### src/synth_pkg.sv
package synth_pkg;

	localparam int NUM_VOICES = 4;
	localparam int NOTE_W = 6;
	localparam int PHASE_W = 16;
	localparam int SAMPLE_W = 4;
	localparam int OCT_W = 6;
	localparam int ADDR_W = 4;

	// byte addresses of the register block
	localparam logic [ADDR_W-1:0] ADDR_MASTER = 4'h0;
	localparam logic [ADDR_W-1:0] ADDR_VOICE = 4'h4;
	localparam logic [ADDR_W-1:0] ADDR_STATUS = 4'h8;

	localparam logic [1:0] RESP_OKAY = 2'b00;
	localparam logic [1:0] RESP_SLVERR = 2'b10;

	// base note per one-hot octave bit, bit 0 first
	localparam logic [NOTE_W-1:0] OCT_BASE [OCT_W] = '{6'd3, 6'd5, 6'd6, 6'd8, 6'd10, 6'd12};
	localparam logic [NOTE_W-1:0] OCT_DEFAULT = 6'd1;
	localparam logic [NOTE_W-1:0] UPPER_OFFSET = 6'd12;

	// 64 * 2^(n/12), one octave doubles the step
	localparam logic [PHASE_W-1:0] PHASE_INC [49] = '{
		16'd0,   16'd68,  16'd72,  16'd76,  16'd81,  16'd85,  16'd91,
		16'd96,  16'd102, 16'd108, 16'd114, 16'd121, 16'd128, 16'd136,
		16'd144, 16'd152, 16'd161, 16'd171, 16'd181, 16'd192, 16'd203,
		16'd215, 16'd228, 16'd242, 16'd256, 16'd271, 16'd287, 16'd304,
		16'd323, 16'd342, 16'd362, 16'd384, 16'd406, 16'd431, 16'd456,
		16'd483, 16'd512, 16'd542, 16'd575, 16'd609, 16'd645, 16'd683,
		16'd724, 16'd767, 16'd813, 16'd861, 16'd912, 16'd967, 16'd1024
	};

	typedef struct packed {
		logic [16:0] spare;
		logic [7:0]  glide_div;
		logic        glide_en;
		logic [1:0]  volume;
		logic [3:0]  key_on;
	} master_cfg_t;

	typedef struct packed {
		logic [21:0] spare;
		logic [3:0]  wave_tri;
		logic [5:0]  octave;
	} voice_cfg_t;

	typedef union packed {
		master_cfg_t master;
		voice_cfg_t  voice;
		logic [31:0] raw;
	} reg_word_u;

endpackage

### src/synth_regs.sv
`timescale 1ns/10ps

module synth_regs
	import synth_pkg::*;
(
	input  logic                  clk,
	input  logic                  rst,
	input  logic [ADDR_W-1:0]     awaddr,
	input  logic                  awvalid,
	output logic                  awready,
	input  logic [31:0]           wdata,
	input  logic [3:0]            wstrb,
	input  logic                  wvalid,
	output logic                  wready,
	output logic [1:0]            bresp,
	output logic                  bvalid,
	input  logic                  bready,
	input  logic [ADDR_W-1:0]     araddr,
	input  logic                  arvalid,
	output logic                  arready,
	output logic [31:0]           rdata,
	output logic [1:0]            rresp,
	output logic                  rvalid,
	input  logic                  rready,
	input  logic [NOTE_W-1:0]     note_0,
	input  logic [NOTE_W-1:0]     note_1,
	input  logic [NOTE_W-1:0]     note_2,
	input  logic [NOTE_W-1:0]     note_3,
	output logic [NUM_VOICES-1:0] key_on,
	output logic [OCT_W-1:0]      octave,
	output logic [NUM_VOICES-1:0] wave_tri,
	output logic [1:0]            volume,
	output logic                  glide_en,
	output logic [7:0]            glide_div
);

	reg_word_u   master_q;
	reg_word_u   voice_q;
	reg_word_u   wr_word;
	logic        wr_hs;
	logic        rd_hs;
	logic        resp_pend;
	logic [31:0] status_word;

	// byte-masked update of a stored word
	function automatic reg_word_u merge_strb(reg_word_u old_w, reg_word_u new_w,
		logic [3:0] strb);
		reg_word_u res;
		res = old_w;
		for (int i = 0; i < 4; i++)
		begin
			if (strb[i])
				res.raw[8*i +: 8] = new_w.raw[8*i +: 8];
		end
		return res;
	endfunction

	assign wr_word = wdata;
	assign resp_pend = bvalid | rvalid;

	// address and data are taken together, nothing new while a response waits
	assign wr_hs = awvalid & wvalid & ~resp_pend;
	assign rd_hs = arvalid & ~resp_pend;
	assign awready = wr_hs;
	assign wready = wr_hs;
	assign arready = rd_hs;

	// one byte lane per voice note
	assign status_word = {2'b00, note_3, 2'b00, note_2, 2'b00, note_1, 2'b00, note_0};

	always_ff @(posedge clk)
	begin
		if (rst)
		begin
			master_q <= '0;
			voice_q <= '0;
			bvalid <= 1'b0;
			rvalid <= 1'b0;
		end
		else
		begin
			if (wr_hs)
			begin
				bvalid <= 1'b1;
				case (awaddr)
					ADDR_MASTER: master_q <= merge_strb(master_q, wr_word, wstrb);
					ADDR_VOICE:  voice_q <= merge_strb(voice_q, wr_word, wstrb);
					default:     ;
				endcase
			end
			else if (bready)
				bvalid <= 1'b0;

			if (rd_hs)
				rvalid <= 1'b1;
			else if (rready)
				rvalid <= 1'b0;
		end
	end

	// response payload
	always_ff @(posedge clk)
	begin
		if (rst)
		begin
			bresp <= RESP_OKAY;
			rresp <= RESP_OKAY;
			rdata <= '0;
		end
		else
		begin
			if (wr_hs)
				bresp <= (awaddr == ADDR_MASTER || awaddr == ADDR_VOICE) ?
					RESP_OKAY : RESP_SLVERR;
			if (rd_hs)
			begin
				rresp <= RESP_OKAY;
				case (araddr)
					ADDR_MASTER: rdata <= master_q.raw;
					ADDR_VOICE:  rdata <= voice_q.raw;
					ADDR_STATUS: rdata <= status_word;
					default:
					begin
						rdata <= '0;
						rresp <= RESP_SLVERR;
					end
				endcase
			end
		end
	end

	assign key_on = master_q.master.key_on;
	assign volume = master_q.master.volume;
	assign glide_en = master_q.master.glide_en;
	assign glide_div = master_q.master.glide_div;
	assign octave = voice_q.voice.octave;
	assign wave_tri = voice_q.voice.wave_tri;

endmodule

### src/note_select.sv
`timescale 1ns/10ps

module note_select
	import synth_pkg::*;
(
	input  logic                  clk,
	input  logic                  rst,
	input  logic [NUM_VOICES-1:0] key_on,
	input  logic [OCT_W-1:0]      octave,
	output logic [NOTE_W-1:0]     target_0,
	output logic [NOTE_W-1:0]     target_1,
	output logic [NOTE_W-1:0]     target_2,
	output logic [NOTE_W-1:0]     target_3
);

	logic [NOTE_W-1:0] base;
	logic [NOTE_W-1:0] upper;

	// anything but a single octave bit falls back to the lowest note
	function automatic logic [NOTE_W-1:0] base_note(logic [OCT_W-1:0] oct);
		logic [NOTE_W-1:0] res;
		res = OCT_DEFAULT;
		if ($onehot(oct))
		begin
			for (int i = 0; i < OCT_W; i++)
			begin
				if (oct[i])
					res = OCT_BASE[i];
			end
		end
		return res;
	endfunction

	assign base = base_note(octave);
	assign upper = base + UPPER_OFFSET;

	always_ff @(posedge clk)
	begin
		if (rst)
		begin
			target_0 <= '0;
			target_1 <= '0;
			target_2 <= '0;
			target_3 <= '0;
		end
		else
		begin
			target_0 <= key_on[0] ? base : '0;
			target_1 <= key_on[1] ? base : '0;
			// upper pair sounds an octave higher
			target_2 <= key_on[2] ? upper : '0;
			target_3 <= key_on[3] ? upper : '0;
		end
	end

endmodule

### src/portamento.sv
`timescale 1ns/10ps

module portamento
	import synth_pkg::*;
(
	input  logic              clk,
	input  logic              rst,
	input  logic [NOTE_W-1:0] target,
	input  logic              glide_en,
	input  logic [7:0]        glide_div,
	output logic [NOTE_W-1:0] note
);

	logic [7:0] div_cnt;
	logic       tick;

	// one step every glide_div+1 cycles
	assign tick = (div_cnt >= glide_div);

	always_ff @(posedge clk)
	begin
		if (rst)
		begin
			div_cnt <= '0;
			note <= '0;
		end
		else
		begin
			div_cnt <= tick ? '0 : div_cnt + 1'b1;

			// key-off cuts at once, a fresh key-on starts at pitch
			if (!glide_en || target == '0 || note == '0)
				note <= target;
			else if (tick)
			begin
				if (note < target)
					note <= note + 1'b1;
				else if (note > target)
					note <= note - 1'b1;
			end
		end
	end

endmodule

### src/phase_gen.sv
`timescale 1ns/10ps

module phase_gen
	import synth_pkg::*;
(
	input  logic               clk,
	input  logic               rst,
	input  logic [NOTE_W-1:0]  note_0,
	input  logic [NOTE_W-1:0]  note_1,
	input  logic [NOTE_W-1:0]  note_2,
	input  logic [NOTE_W-1:0]  note_3,
	output logic [PHASE_W-1:0] phase_0,
	output logic [PHASE_W-1:0] phase_1,
	output logic [PHASE_W-1:0] phase_2,
	output logic [PHASE_W-1:0] phase_3
);

	logic [NOTE_W-1:0]  note_a [NUM_VOICES];
	logic [PHASE_W-1:0] phase_q [NUM_VOICES];

	// notes past the table top stay silent
	function automatic logic [PHASE_W-1:0] inc_of(logic [NOTE_W-1:0] n);
		if (int'(n) < $size(PHASE_INC))
			return PHASE_INC[n];
		return '0;
	endfunction

	assign note_a[0] = note_0;
	assign note_a[1] = note_1;
	assign note_a[2] = note_2;
	assign note_a[3] = note_3;

	always_ff @(posedge clk)
	begin
		for (int v = 0; v < NUM_VOICES; v++)
		begin
			// a silent voice restarts from zero phase
			if (rst || note_a[v] == '0)
				phase_q[v] <= '0;
			else
				phase_q[v] <= phase_q[v] + inc_of(note_a[v]);
		end
	end

	assign phase_0 = phase_q[0];
	assign phase_1 = phase_q[1];
	assign phase_2 = phase_q[2];
	assign phase_3 = phase_q[3];

endmodule

### src/wave_shaper.sv
`timescale 1ns/10ps

module wave_shaper
	import synth_pkg::*;
(
	input  logic                  clk,
	input  logic                  rst,
	input  logic [PHASE_W-1:0]    phase_0,
	input  logic [PHASE_W-1:0]    phase_1,
	input  logic [PHASE_W-1:0]    phase_2,
	input  logic [PHASE_W-1:0]    phase_3,
	input  logic [NUM_VOICES-1:0] wave_tri,
	output logic [SAMPLE_W-1:0]   sample_0,
	output logic [SAMPLE_W-1:0]   sample_1,
	output logic [SAMPLE_W-1:0]   sample_2,
	output logic [SAMPLE_W-1:0]   sample_3
);

	logic [PHASE_W-1:0]  phase_a [NUM_VOICES];
	logic [SAMPLE_W-1:0] sample_q [NUM_VOICES];

	function automatic logic [SAMPLE_W-1:0] shape(logic [PHASE_W-1:0] ph, logic tri_sel);
		logic [SAMPLE_W:0] top;
		top = ph[PHASE_W-1 -: SAMPLE_W+1];
		if (!tri_sel)
			return {SAMPLE_W{ph[PHASE_W-1]}};
		// second half of the cycle runs back down
		return top[SAMPLE_W] ? ~top[SAMPLE_W-1:0] : top[SAMPLE_W-1:0];
	endfunction

	assign phase_a[0] = phase_0;
	assign phase_a[1] = phase_1;
	assign phase_a[2] = phase_2;
	assign phase_a[3] = phase_3;

	always_ff @(posedge clk)
	begin
		for (int v = 0; v < NUM_VOICES; v++)
		begin
			if (rst)
				sample_q[v] <= '0;
			else
				sample_q[v] <= shape(phase_a[v], wave_tri[v]);
		end
	end

	assign sample_0 = sample_q[0];
	assign sample_1 = sample_q[1];
	assign sample_2 = sample_q[2];
	assign sample_3 = sample_q[3];

endmodule

### src/voice_mixer.sv
`timescale 1ns/10ps

module voice_mixer
	import synth_pkg::*;
(
	input  logic                clk,
	input  logic                rst,
	input  logic [SAMPLE_W-1:0] sample_0,
	input  logic [SAMPLE_W-1:0] sample_1,
	input  logic [SAMPLE_W-1:0] sample_2,
	input  logic [SAMPLE_W-1:0] sample_3,
	input  logic [1:0]          volume,
	output logic [7:0]          audio_out
);

	logic [5:0] sum;
	logic [2:0] scale;
	logic [7:0] mix;

	// four voices peak at 60
	assign sum = 6'(sample_0) + 6'(sample_1) + 6'(sample_2) + 6'(sample_3);
	assign scale = volume + 1'b1;
	// 60 times 4 still fits in a byte
	assign mix = 8'(sum) * 8'(scale);

	always_ff @(posedge clk)
	begin
		if (rst)
			audio_out <= '0;
		else
			audio_out <= mix;
	end

endmodule

### src/synth_top.sv
`timescale 1ns/10ps

module synth_top
	import synth_pkg::*;
(
	input  logic              clk,
	input  logic              rst,
	input  logic [ADDR_W-1:0] awaddr,
	input  logic              awvalid,
	output logic              awready,
	input  logic [31:0]       wdata,
	input  logic [3:0]        wstrb,
	input  logic              wvalid,
	output logic              wready,
	output logic [1:0]        bresp,
	output logic              bvalid,
	input  logic              bready,
	input  logic [ADDR_W-1:0] araddr,
	input  logic              arvalid,
	output logic              arready,
	output logic [31:0]       rdata,
	output logic [1:0]        rresp,
	output logic              rvalid,
	input  logic              rready,
	output logic [7:0]        audio_out
);

	logic [NUM_VOICES-1:0] key_on;
	logic [OCT_W-1:0]      octave;
	logic [NUM_VOICES-1:0] wave_tri;
	logic [1:0]            volume;
	logic                  glide_en;
	logic [7:0]            glide_div;
	logic [NOTE_W-1:0]     target_0;
	logic [NOTE_W-1:0]     target_1;
	logic [NOTE_W-1:0]     target_2;
	logic [NOTE_W-1:0]     target_3;
	logic [NOTE_W-1:0]     note_0;
	logic [PHASE_W-1:0]    phase_0;
	logic [PHASE_W-1:0]    phase_1;
	logic [PHASE_W-1:0]    phase_2;
	logic [PHASE_W-1:0]    phase_3;
	logic [SAMPLE_W-1:0]   sample_0;
	logic [SAMPLE_W-1:0]   sample_1;
	logic [SAMPLE_W-1:0]   sample_2;
	logic [SAMPLE_W-1:0]   sample_3;

	synth_regs u_synth_regs (
		.clk       (clk),
		.rst       (rst),
		.awaddr    (awaddr),
		.awvalid   (awvalid),
		.awready   (awready),
		.wdata     (wdata),
		.wstrb     (wstrb),
		.wvalid    (wvalid),
		.wready    (wready),
		.bresp     (bresp),
		.bvalid    (bvalid),
		.bready    (bready),
		.araddr    (araddr),
		.arvalid   (arvalid),
		.arready   (arready),
		.rdata     (rdata),
		.rresp     (rresp),
		.rvalid    (rvalid),
		.rready    (rready),
		.note_0    (note_0),
		.note_1    (target_1),
		.note_2    (target_2),
		.note_3    (target_3),
		.key_on    (key_on),
		.octave    (octave),
		.wave_tri  (wave_tri),
		.volume    (volume),
		.glide_en  (glide_en),
		.glide_div (glide_div)
	);

	note_select u_note_select (
		.clk      (clk),
		.rst      (rst),
		.key_on   (key_on),
		.octave   (octave),
		.target_0 (target_0),
		.target_1 (target_1),
		.target_2 (target_2),
		.target_3 (target_3)
	);

	// only voice 0 glides
	portamento u_portamento (
		.clk       (clk),
		.rst       (rst),
		.target    (target_0),
		.glide_en  (glide_en),
		.glide_div (glide_div),
		.note      (note_0)
	);

	phase_gen u_phase_gen (
		.clk     (clk),
		.rst     (rst),
		.note_0  (note_0),
		.note_1  (target_1),
		.note_2  (target_2),
		.note_3  (target_3),
		.phase_0 (phase_0),
		.phase_1 (phase_1),
		.phase_2 (phase_2),
		.phase_3 (phase_3)
	);

	wave_shaper u_wave_shaper (
		.clk      (clk),
		.rst      (rst),
		.phase_0  (phase_0),
		.phase_1  (phase_1),
		.phase_2  (phase_2),
		.phase_3  (phase_3),
		.wave_tri (wave_tri),
		.sample_0 (sample_0),
		.sample_1 (sample_1),
		.sample_2 (sample_2),
		.sample_3 (sample_3)
	);

	voice_mixer u_voice_mixer (
		.clk       (clk),
		.rst       (rst),
		.sample_0  (sample_0),
		.sample_1  (sample_1),
		.sample_2  (sample_2),
		.sample_3  (sample_3),
		.volume    (volume),
		.audio_out (audio_out)
	);

endmodule

### config.mk
export PLATFORM = sky130hd
export DESIGN_NAME = synth_top
export DESIGN_NICKNAME = d
export VERILOG_FILES = /design/src/synth_pkg.sv /design/src/synth_regs.sv /design/src/note_select.sv /design/src/portamento.sv /design/src/phase_gen.sv /design/src/wave_shaper.sv /design/src/voice_mixer.sv /design/src/synth_top.sv
export SDC_FILE = /design/constraint.sdc
export NUM_CORES = 1
export LEC_CHECK = 0
export BUFFER_PORTS_ARGS = -buffer_cell sky130_fd_sc_hd__buf_2
export CORE_MARGIN = 5
export CORE_UTILIZATION = 45
export CTS_CLUSTER_DIAMETER = 40
export DETAILED_ROUTE_END_ITERATION = 10
export GPL_TIMING_DRIVEN = 0
export PLACE_DENSITY = 0.73
export SLEW_MARGIN = 20
export SYNTH_ARGS = -nofsm -noshare
export SYNTH_HDL_FRONTEND = slang
export SYNTH_SLANG_ARGS = --single-unit
export TNS_END_PERCENT = 5
### constraint.sdc
create_clock -name clk -period 7.8 [get_ports clk]
set_input_delay 0.39 -clock clk [delete_from_list [all_inputs] [get_ports clk]]
set_output_delay 0.39 -clock clk [all_outputs]
set_load 0.03 [all_outputs]
[After elaboration in Yosys (flattened, before gate mapping)]
Memories as Yosys holds them, arrays and structs flattened.
Index checks and enable logic that the tools add are counted.
Cells by class
  add/sub/neg operators: 17
  multiply operators: 1
  magnitude comparators: 11
  equality and inequality tests: 4
  multiplexer cells: 93
  bitwise gates (word level): 25
  reductions and logical operators: 34
Operators by type and width (number)
  2-to-1 mux 16 bit: 24
  case mux 32 bit (3 select lines): 1
  2-to-1 mux 4 bit: 23
  adder 16 bit: 4
  2-to-1 mux 1 bit: 35
  logical NOT 6 bit: 5
  2-to-1 mux 6 bit: 5
  >= comparator 7 bit, second input constant: 4
  inverter 6 -> 7 bit: 4
  < comparator 6 bit, second input constant: 4
  AND reduction 3 bit: 8
  inverter 4 bit: 4
  adder 6 x 4 -> 6 bit: 2
  OR reduction 2 bit: 5
  bitwise OR 1 bit: 9
  adder 8 x 1 -> 8 bit, second input constant: 1
  equality test 4 x 3 -> 1 bit, second input constant: 2
  >= comparator 8 bit: 1
  logical NOT 4 bit: 2
  multiplier 6 x 3 -> 8 bit: 1
  logical OR 1 bit: 7
  adder 1 x 1 -> 2 bit: 3
  adder 3 bit: 2
  adder 6 x 1 -> 6 bit, second input constant: 1
  17 further kinds: 28
Word-level totals
  bits in registers: 148
  bits in writable memories: 80
  bits in read-only memories: 4096
  input bits: 51
  output and inout bits: 49
  word-level logic and storage cells: 211
  memories kept: 6
Memory list
  (no name shown): words 64, width 16, rd ports 1, clocked after memory_dff 0, wr ports 0, RTL line phase_gen.sv:24  | return PHASE_INC[n];
  (no name shown): words 64, width 16, rd ports 1, clocked after memory_dff 0, wr ports 0, RTL line phase_gen.sv:24
  (no name shown): words 64, width 16, rd ports 1, clocked after memory_dff 0, wr ports 0, RTL line phase_gen.sv:24
  (no name shown): words 64, width 16, rd ports 1, clocked after memory_dff 0, wr ports 0, RTL line phase_gen.sv:24
  u_phase_gen.phase_q: words 4, width 16, rd ports 4, clocked after memory_dff 0, wr ports 4, RTL line phase_gen.sv:19  | logic [PHASE_W-1:0] phase_q [NUM_VOICES];
  u_wave_shaper.sample_q: words 4, width 4, rd ports 4, clocked after memory_dff 0, wr ports 4, RTL line wave_shaper.sv:20  | logic [SAMPLE_W-1:0] sample_q [NUM_VOICES];

[Logic depth before layout (Yosys ltp)]
  depth after elaboration: 9
  gate-level depth with buffers: 18
  depth with buffers taken out: 18

[Hierarchy]
Synthesis repeated with hierarchy kept, for this count alone.
Second synthesis, totals
  cells, all modules: 1786
  area total of the unflattened synthesis: 15085.7 µm²
By module, submodules not included
  phase_gen: times used 1, cells an instance 942, area each 6867.8 µm², seq. area each 1281.2 µm²
  synth_regs: times used 1, cells an instance 460, area each 4639.4 µm², seq. area each 2001.9 µm²
  portamento: times used 1, cells an instance 142, area each 1187.4 µm², seq. area each 280.3 µm²
  voice_mixer: times used 1, cells an instance 115, area each 1026.0 µm², seq. area each 160.2 µm²
  note_select: times used 1, cells an instance 71, area each 754.5 µm², seq. area each 360.3 µm²
  wave_shaper: times used 1, cells an instance 56, area each 610.6 µm², seq. area each 320.3 µm²

[Worst setup path before layout]
Ideal clock, no wire load.
  kind: reg-to-reg
  start: memory u_wave_shaper.sample_q[0][0]
  end: register u_voice_mixer.audio_out[7]
  library setup time: 128 ps
  arrival time: 3842 ps
  required time: 7672 ps
  path slack: 3830 ps
  stages on the path, launching flop included: 18
  path buffers: 0
  period minus slack after synthesis: 3970 ps
  path through: dfxtp_1 ha_1 inv_1 fa_1 inv_1 fa_1 ha_1 fa_1 xor2_1 nand2b_1 fa_1 inv_1 ha_1 a21o_1 a21oi_1 o21ai_0 xnor2_1 nor2_1
RTL lines
  from (decl): RTL line wave_shaper.sv:20
  to (signal assigned): RTL line voice_mixer.sv:31  | audio_out <= mix;
  to (decl): RTL line voice_mixer.sv:13  | output logic [7:0] audio_out

==> flow_summary.json <==
{
  "status": "completed",
  "synth.area.top_cells": "dfxtp_1 35%, ha_1 10%, nor2_1 7.9%, mux2i_1 6.1%, a21oi_1 4.7%",
  "skew_ps": 19.1,
  "synth_commonest_cells": "265 x nor2_1, 220 x dfxtp_1, 119 x a21oi_1",
  "arrival_ps": 5010,
  "finalCriticalPeriod_ps": 4590,
  "htreeDepth": 1,
  "synth-seq-cells": 220,
  "synth.top_cell.area_share": 0.351,
  "post_cts_buffers": 0,
  "worst-setup-path-type": "register to register",
  "worst_r2r_path_depth": 16,
  "vias": 11100,
  "clk_path_buf_depth": 3,
  "fill_cells": 2542,
  "multiInputGateArea_um2": 7560,
  "yosysUniqueCellTypes": 76,
  "seqCellArea_um2": 4400,
  "dp_hpwl_um": 25000,
  "startpoint": "u_portamento.note[0]",
  "min_from": "wdata[23]",
  "grt_pass1_wl_um": 54000,
  "wl_per_cell_um": 16.6,
  "drv_slew": 0,
  "cts-resized-gates": 0,
  "hp-class": "input pin to register",
  "endpoint": "u_phase_gen.phase_q[0][12]",
  "fin_util": 0.528,
  "die_area_um2": 31300,
  "clock_sinks": 220,
  "finalHoldViolCount": 0,
  "synth_area_um2": 12500,
  "critPathMaxFanout": 10,
  "synth_area_leader_cell": "dfxtp_1",
  "gr-usage-all-layers": 0.209,
  "drt_iter0_drc": 803,
  "yosysMostFrequentCell": "nor2_1",
  "fmax_mhz": 218,
  "slew_headroom": 0.316,
  "dr_wl_met2_um": 15800,
  "portBuffers": 97,
  "async_flop_share": 0,
  "syn_area_per_cell_um2": 8.45,
  "start_util": 0.454,
  "clockRootBuffer": "clkbuf_16",
  "setup_viol": 0,
  "syn_inst": 1485,
  "clkSlewWorstSetupHoldPaths_ps": 60,
  "reg2reg_to": "u_phase_gen.phase_q[0][12]",
  "drc": 0,
  "postRouteAntennaNets": 0,
  "ir_worst_vdd_mv": 0.141,
  "seq_area_frac_synth": 0.351,
  "tritoncts.num_buffers": 31,
  "place_congestion": 0.959,
  "grt_max_degree": 16,
  "fin_crit_sh": 0.588,
  "power.density_nw_per_um2": 182,
  "drt-met1-wl_um": 14400,
  "viasPerCell": 5.50,
  "nNetsFinal": 1785,
  "top_layer": "met4",
  "tritoncts": "built",
  "io_pins": 100,
  "drive_gt1_frac": 0.124,
  "ys_warn_count": 0,
  "hold_buffers": 0,
  "die_x_um": 177,
  "maxCapViolCount": 0,
  "design.core.area_um2": 27600,
  "design_power_total_mw": 2.65,
  "fp.dieH_um": 177,
  "worstSetupStartpointType": "register",
  "insertion_delay_ps": 560,
  "syn2layout_area_growth_pct": 16.3,
  "required_ps": 8230,
  "fp-row-count": 61,
  "antenna_found_initial": 1,
  "leakage_nw": 6.45,
  "instances_no_fill": 2020,
  "synth_ff_type": "dfxtp_1",
  "r2r_start": "u_portamento.note[0]",
  "setup_tns_ps": 0,
  "wl_met3_um": 2220,
  "worstMarginPinSlew_ps": 1020,
  "drt-total-wl_um": 33600,
  "reg2reg_slack_ps": 3210,
  "first_global_vias": 10700,
  "first_pass_iters": 6,
  "rsz0062_at_grt": "no",
  "synth-edff-count": 0,
  "place_inst": 1961,
  "crit_path_end_kind": "register",
  "grt_overflow": 0
}
==> metal layers <==
| metal | vias up | global-route usage |
|---|---|---|
| li1 | 5434 | - |
| met1 | 5222 | 0.277 |
| met2 | 378 | 0.348 |
| met3 | 77 | 0.0340 |
| met4 | 0 | 0.0709 |
| met5 | - | 0 |
==> cell families after synthesis <==
logic type | Yosys count | synth area share
fa+ha+maj | 118 | 0.128
mux | 81 | 0.0677
buf+inv | 151 | 0.0467
simple gates | 512 | 0.183
flops | 220 | 0.351
xor+xnor | 66 | 0.0461
compound gates | 336 | 0.176
other cells | 1 | 0.000299
==> how the worst min path moves through the flow <==
stage / slack (ps) / depth (start not counted) / end
after CTS: 70 / 3 / u_synth_regs.master_q[23]
after floorplan: 440 / 2 / u_portamento.note[3]
final: 90 / 3 / u_synth_regs.master_q[23]
after global routing: 90 / 3 / u_synth_regs.master_q[16]
after global placement: 460 / 2 / u_synth_regs.rdata[25]
after detailed placement: 470 / 2 / u_synth_regs.rdata[24]
==> state kept, by name (all words and copies together) (netlist names) <==
name	flops
u_note_select.target_0	4
u_wave_shaper.sample_q	16
u_voice_mixer.audio_out	8
u_synth_regs.rresp	1
u_portamento.div_cnt	8
u_synth_regs.voice_q	32
u_portamento.note	6
u_note_select.target_2	5
u_note_select.target_1	4
u_synth_regs.rvalid	1
u_phase_gen.phase_q	64
u_synth_regs.rdata	32
u_synth_regs.bresp	1
u_synth_regs.master_q	32
u_synth_regs.bvalid	1
u_note_select.target_3	5
==> through the flow <==
step                cell area (um2)  setup WS [ps]  hold WS [ps]
CTS                           14600           3270          69.1
detailed placement            13500           3310           471
global route                  14600           2900          88.3
floorplan                     12500           3830           439
finish                        14600           3210          85.2
global placement              13500           3410           461
==> final cells by class <==
cell class              count  share of cell area
diodes                      1            0.000172
plain buffers              72              0.0198
clock buffers              36              0.0559
clock inverters            22              0.0179
inverters                  79              0.0203
multi-input cells        1115               0.518
flip-flops and latches    220               0.302
well taps                 378              0.0324
repair buffers             97              0.0333
==> worst max-delay path, cell delays in order (launching register included) <==
cell	delay [ps]
dfxtp_1	580
clkbuf_1	490
inv_1	240
ha_1	470
nand2_1	70
and3_1	190
o21ai_0	140
o21ai_0	120
nor2_1	160
a21oi_1	80
fa_1	430
nor2b_1	220
o31ai_1	170
a2111oi_0	660
o21ai_0	190
xor2_1	170
nor2_1	50
==> cell usage in the layout (no fill, tap or decap), types with 8 or more instances in the layout <==
master,n
xnor2_1,21
nor2b_1,17
and2_1,13
inv_8,8
ha_1,100
a22oi_1,13
a21oi_1,119
nand2b_1,23
nand2_1,105
buf_2,102
a31o_2,11
o21bai_1,8
a31oi_1,8
xor2_1,45
and3_1,11
clkbuf_16,31
nand3_1,25
fa_1,18
o21ai_0,53
nor2_1,265
inv_1,77
dfxtp_1,220
mux2i_1,77
a211oi_1,23
clkbuf_1,55
a222oi_1,20
nor3_1,15
a21o_1,21
o211ai_1,8
buf_1,11
==> power by group <==
part	internal (mW)	switching [mW]	leakage, nW
clock network	0.872	0.571	0.525
logic	0.0221	0.0572	4.15
registers	1.13	0.00229	1.77
total	2.02	0.631	6.45
No activity file was read; power rests on OpenSTA's default activity.
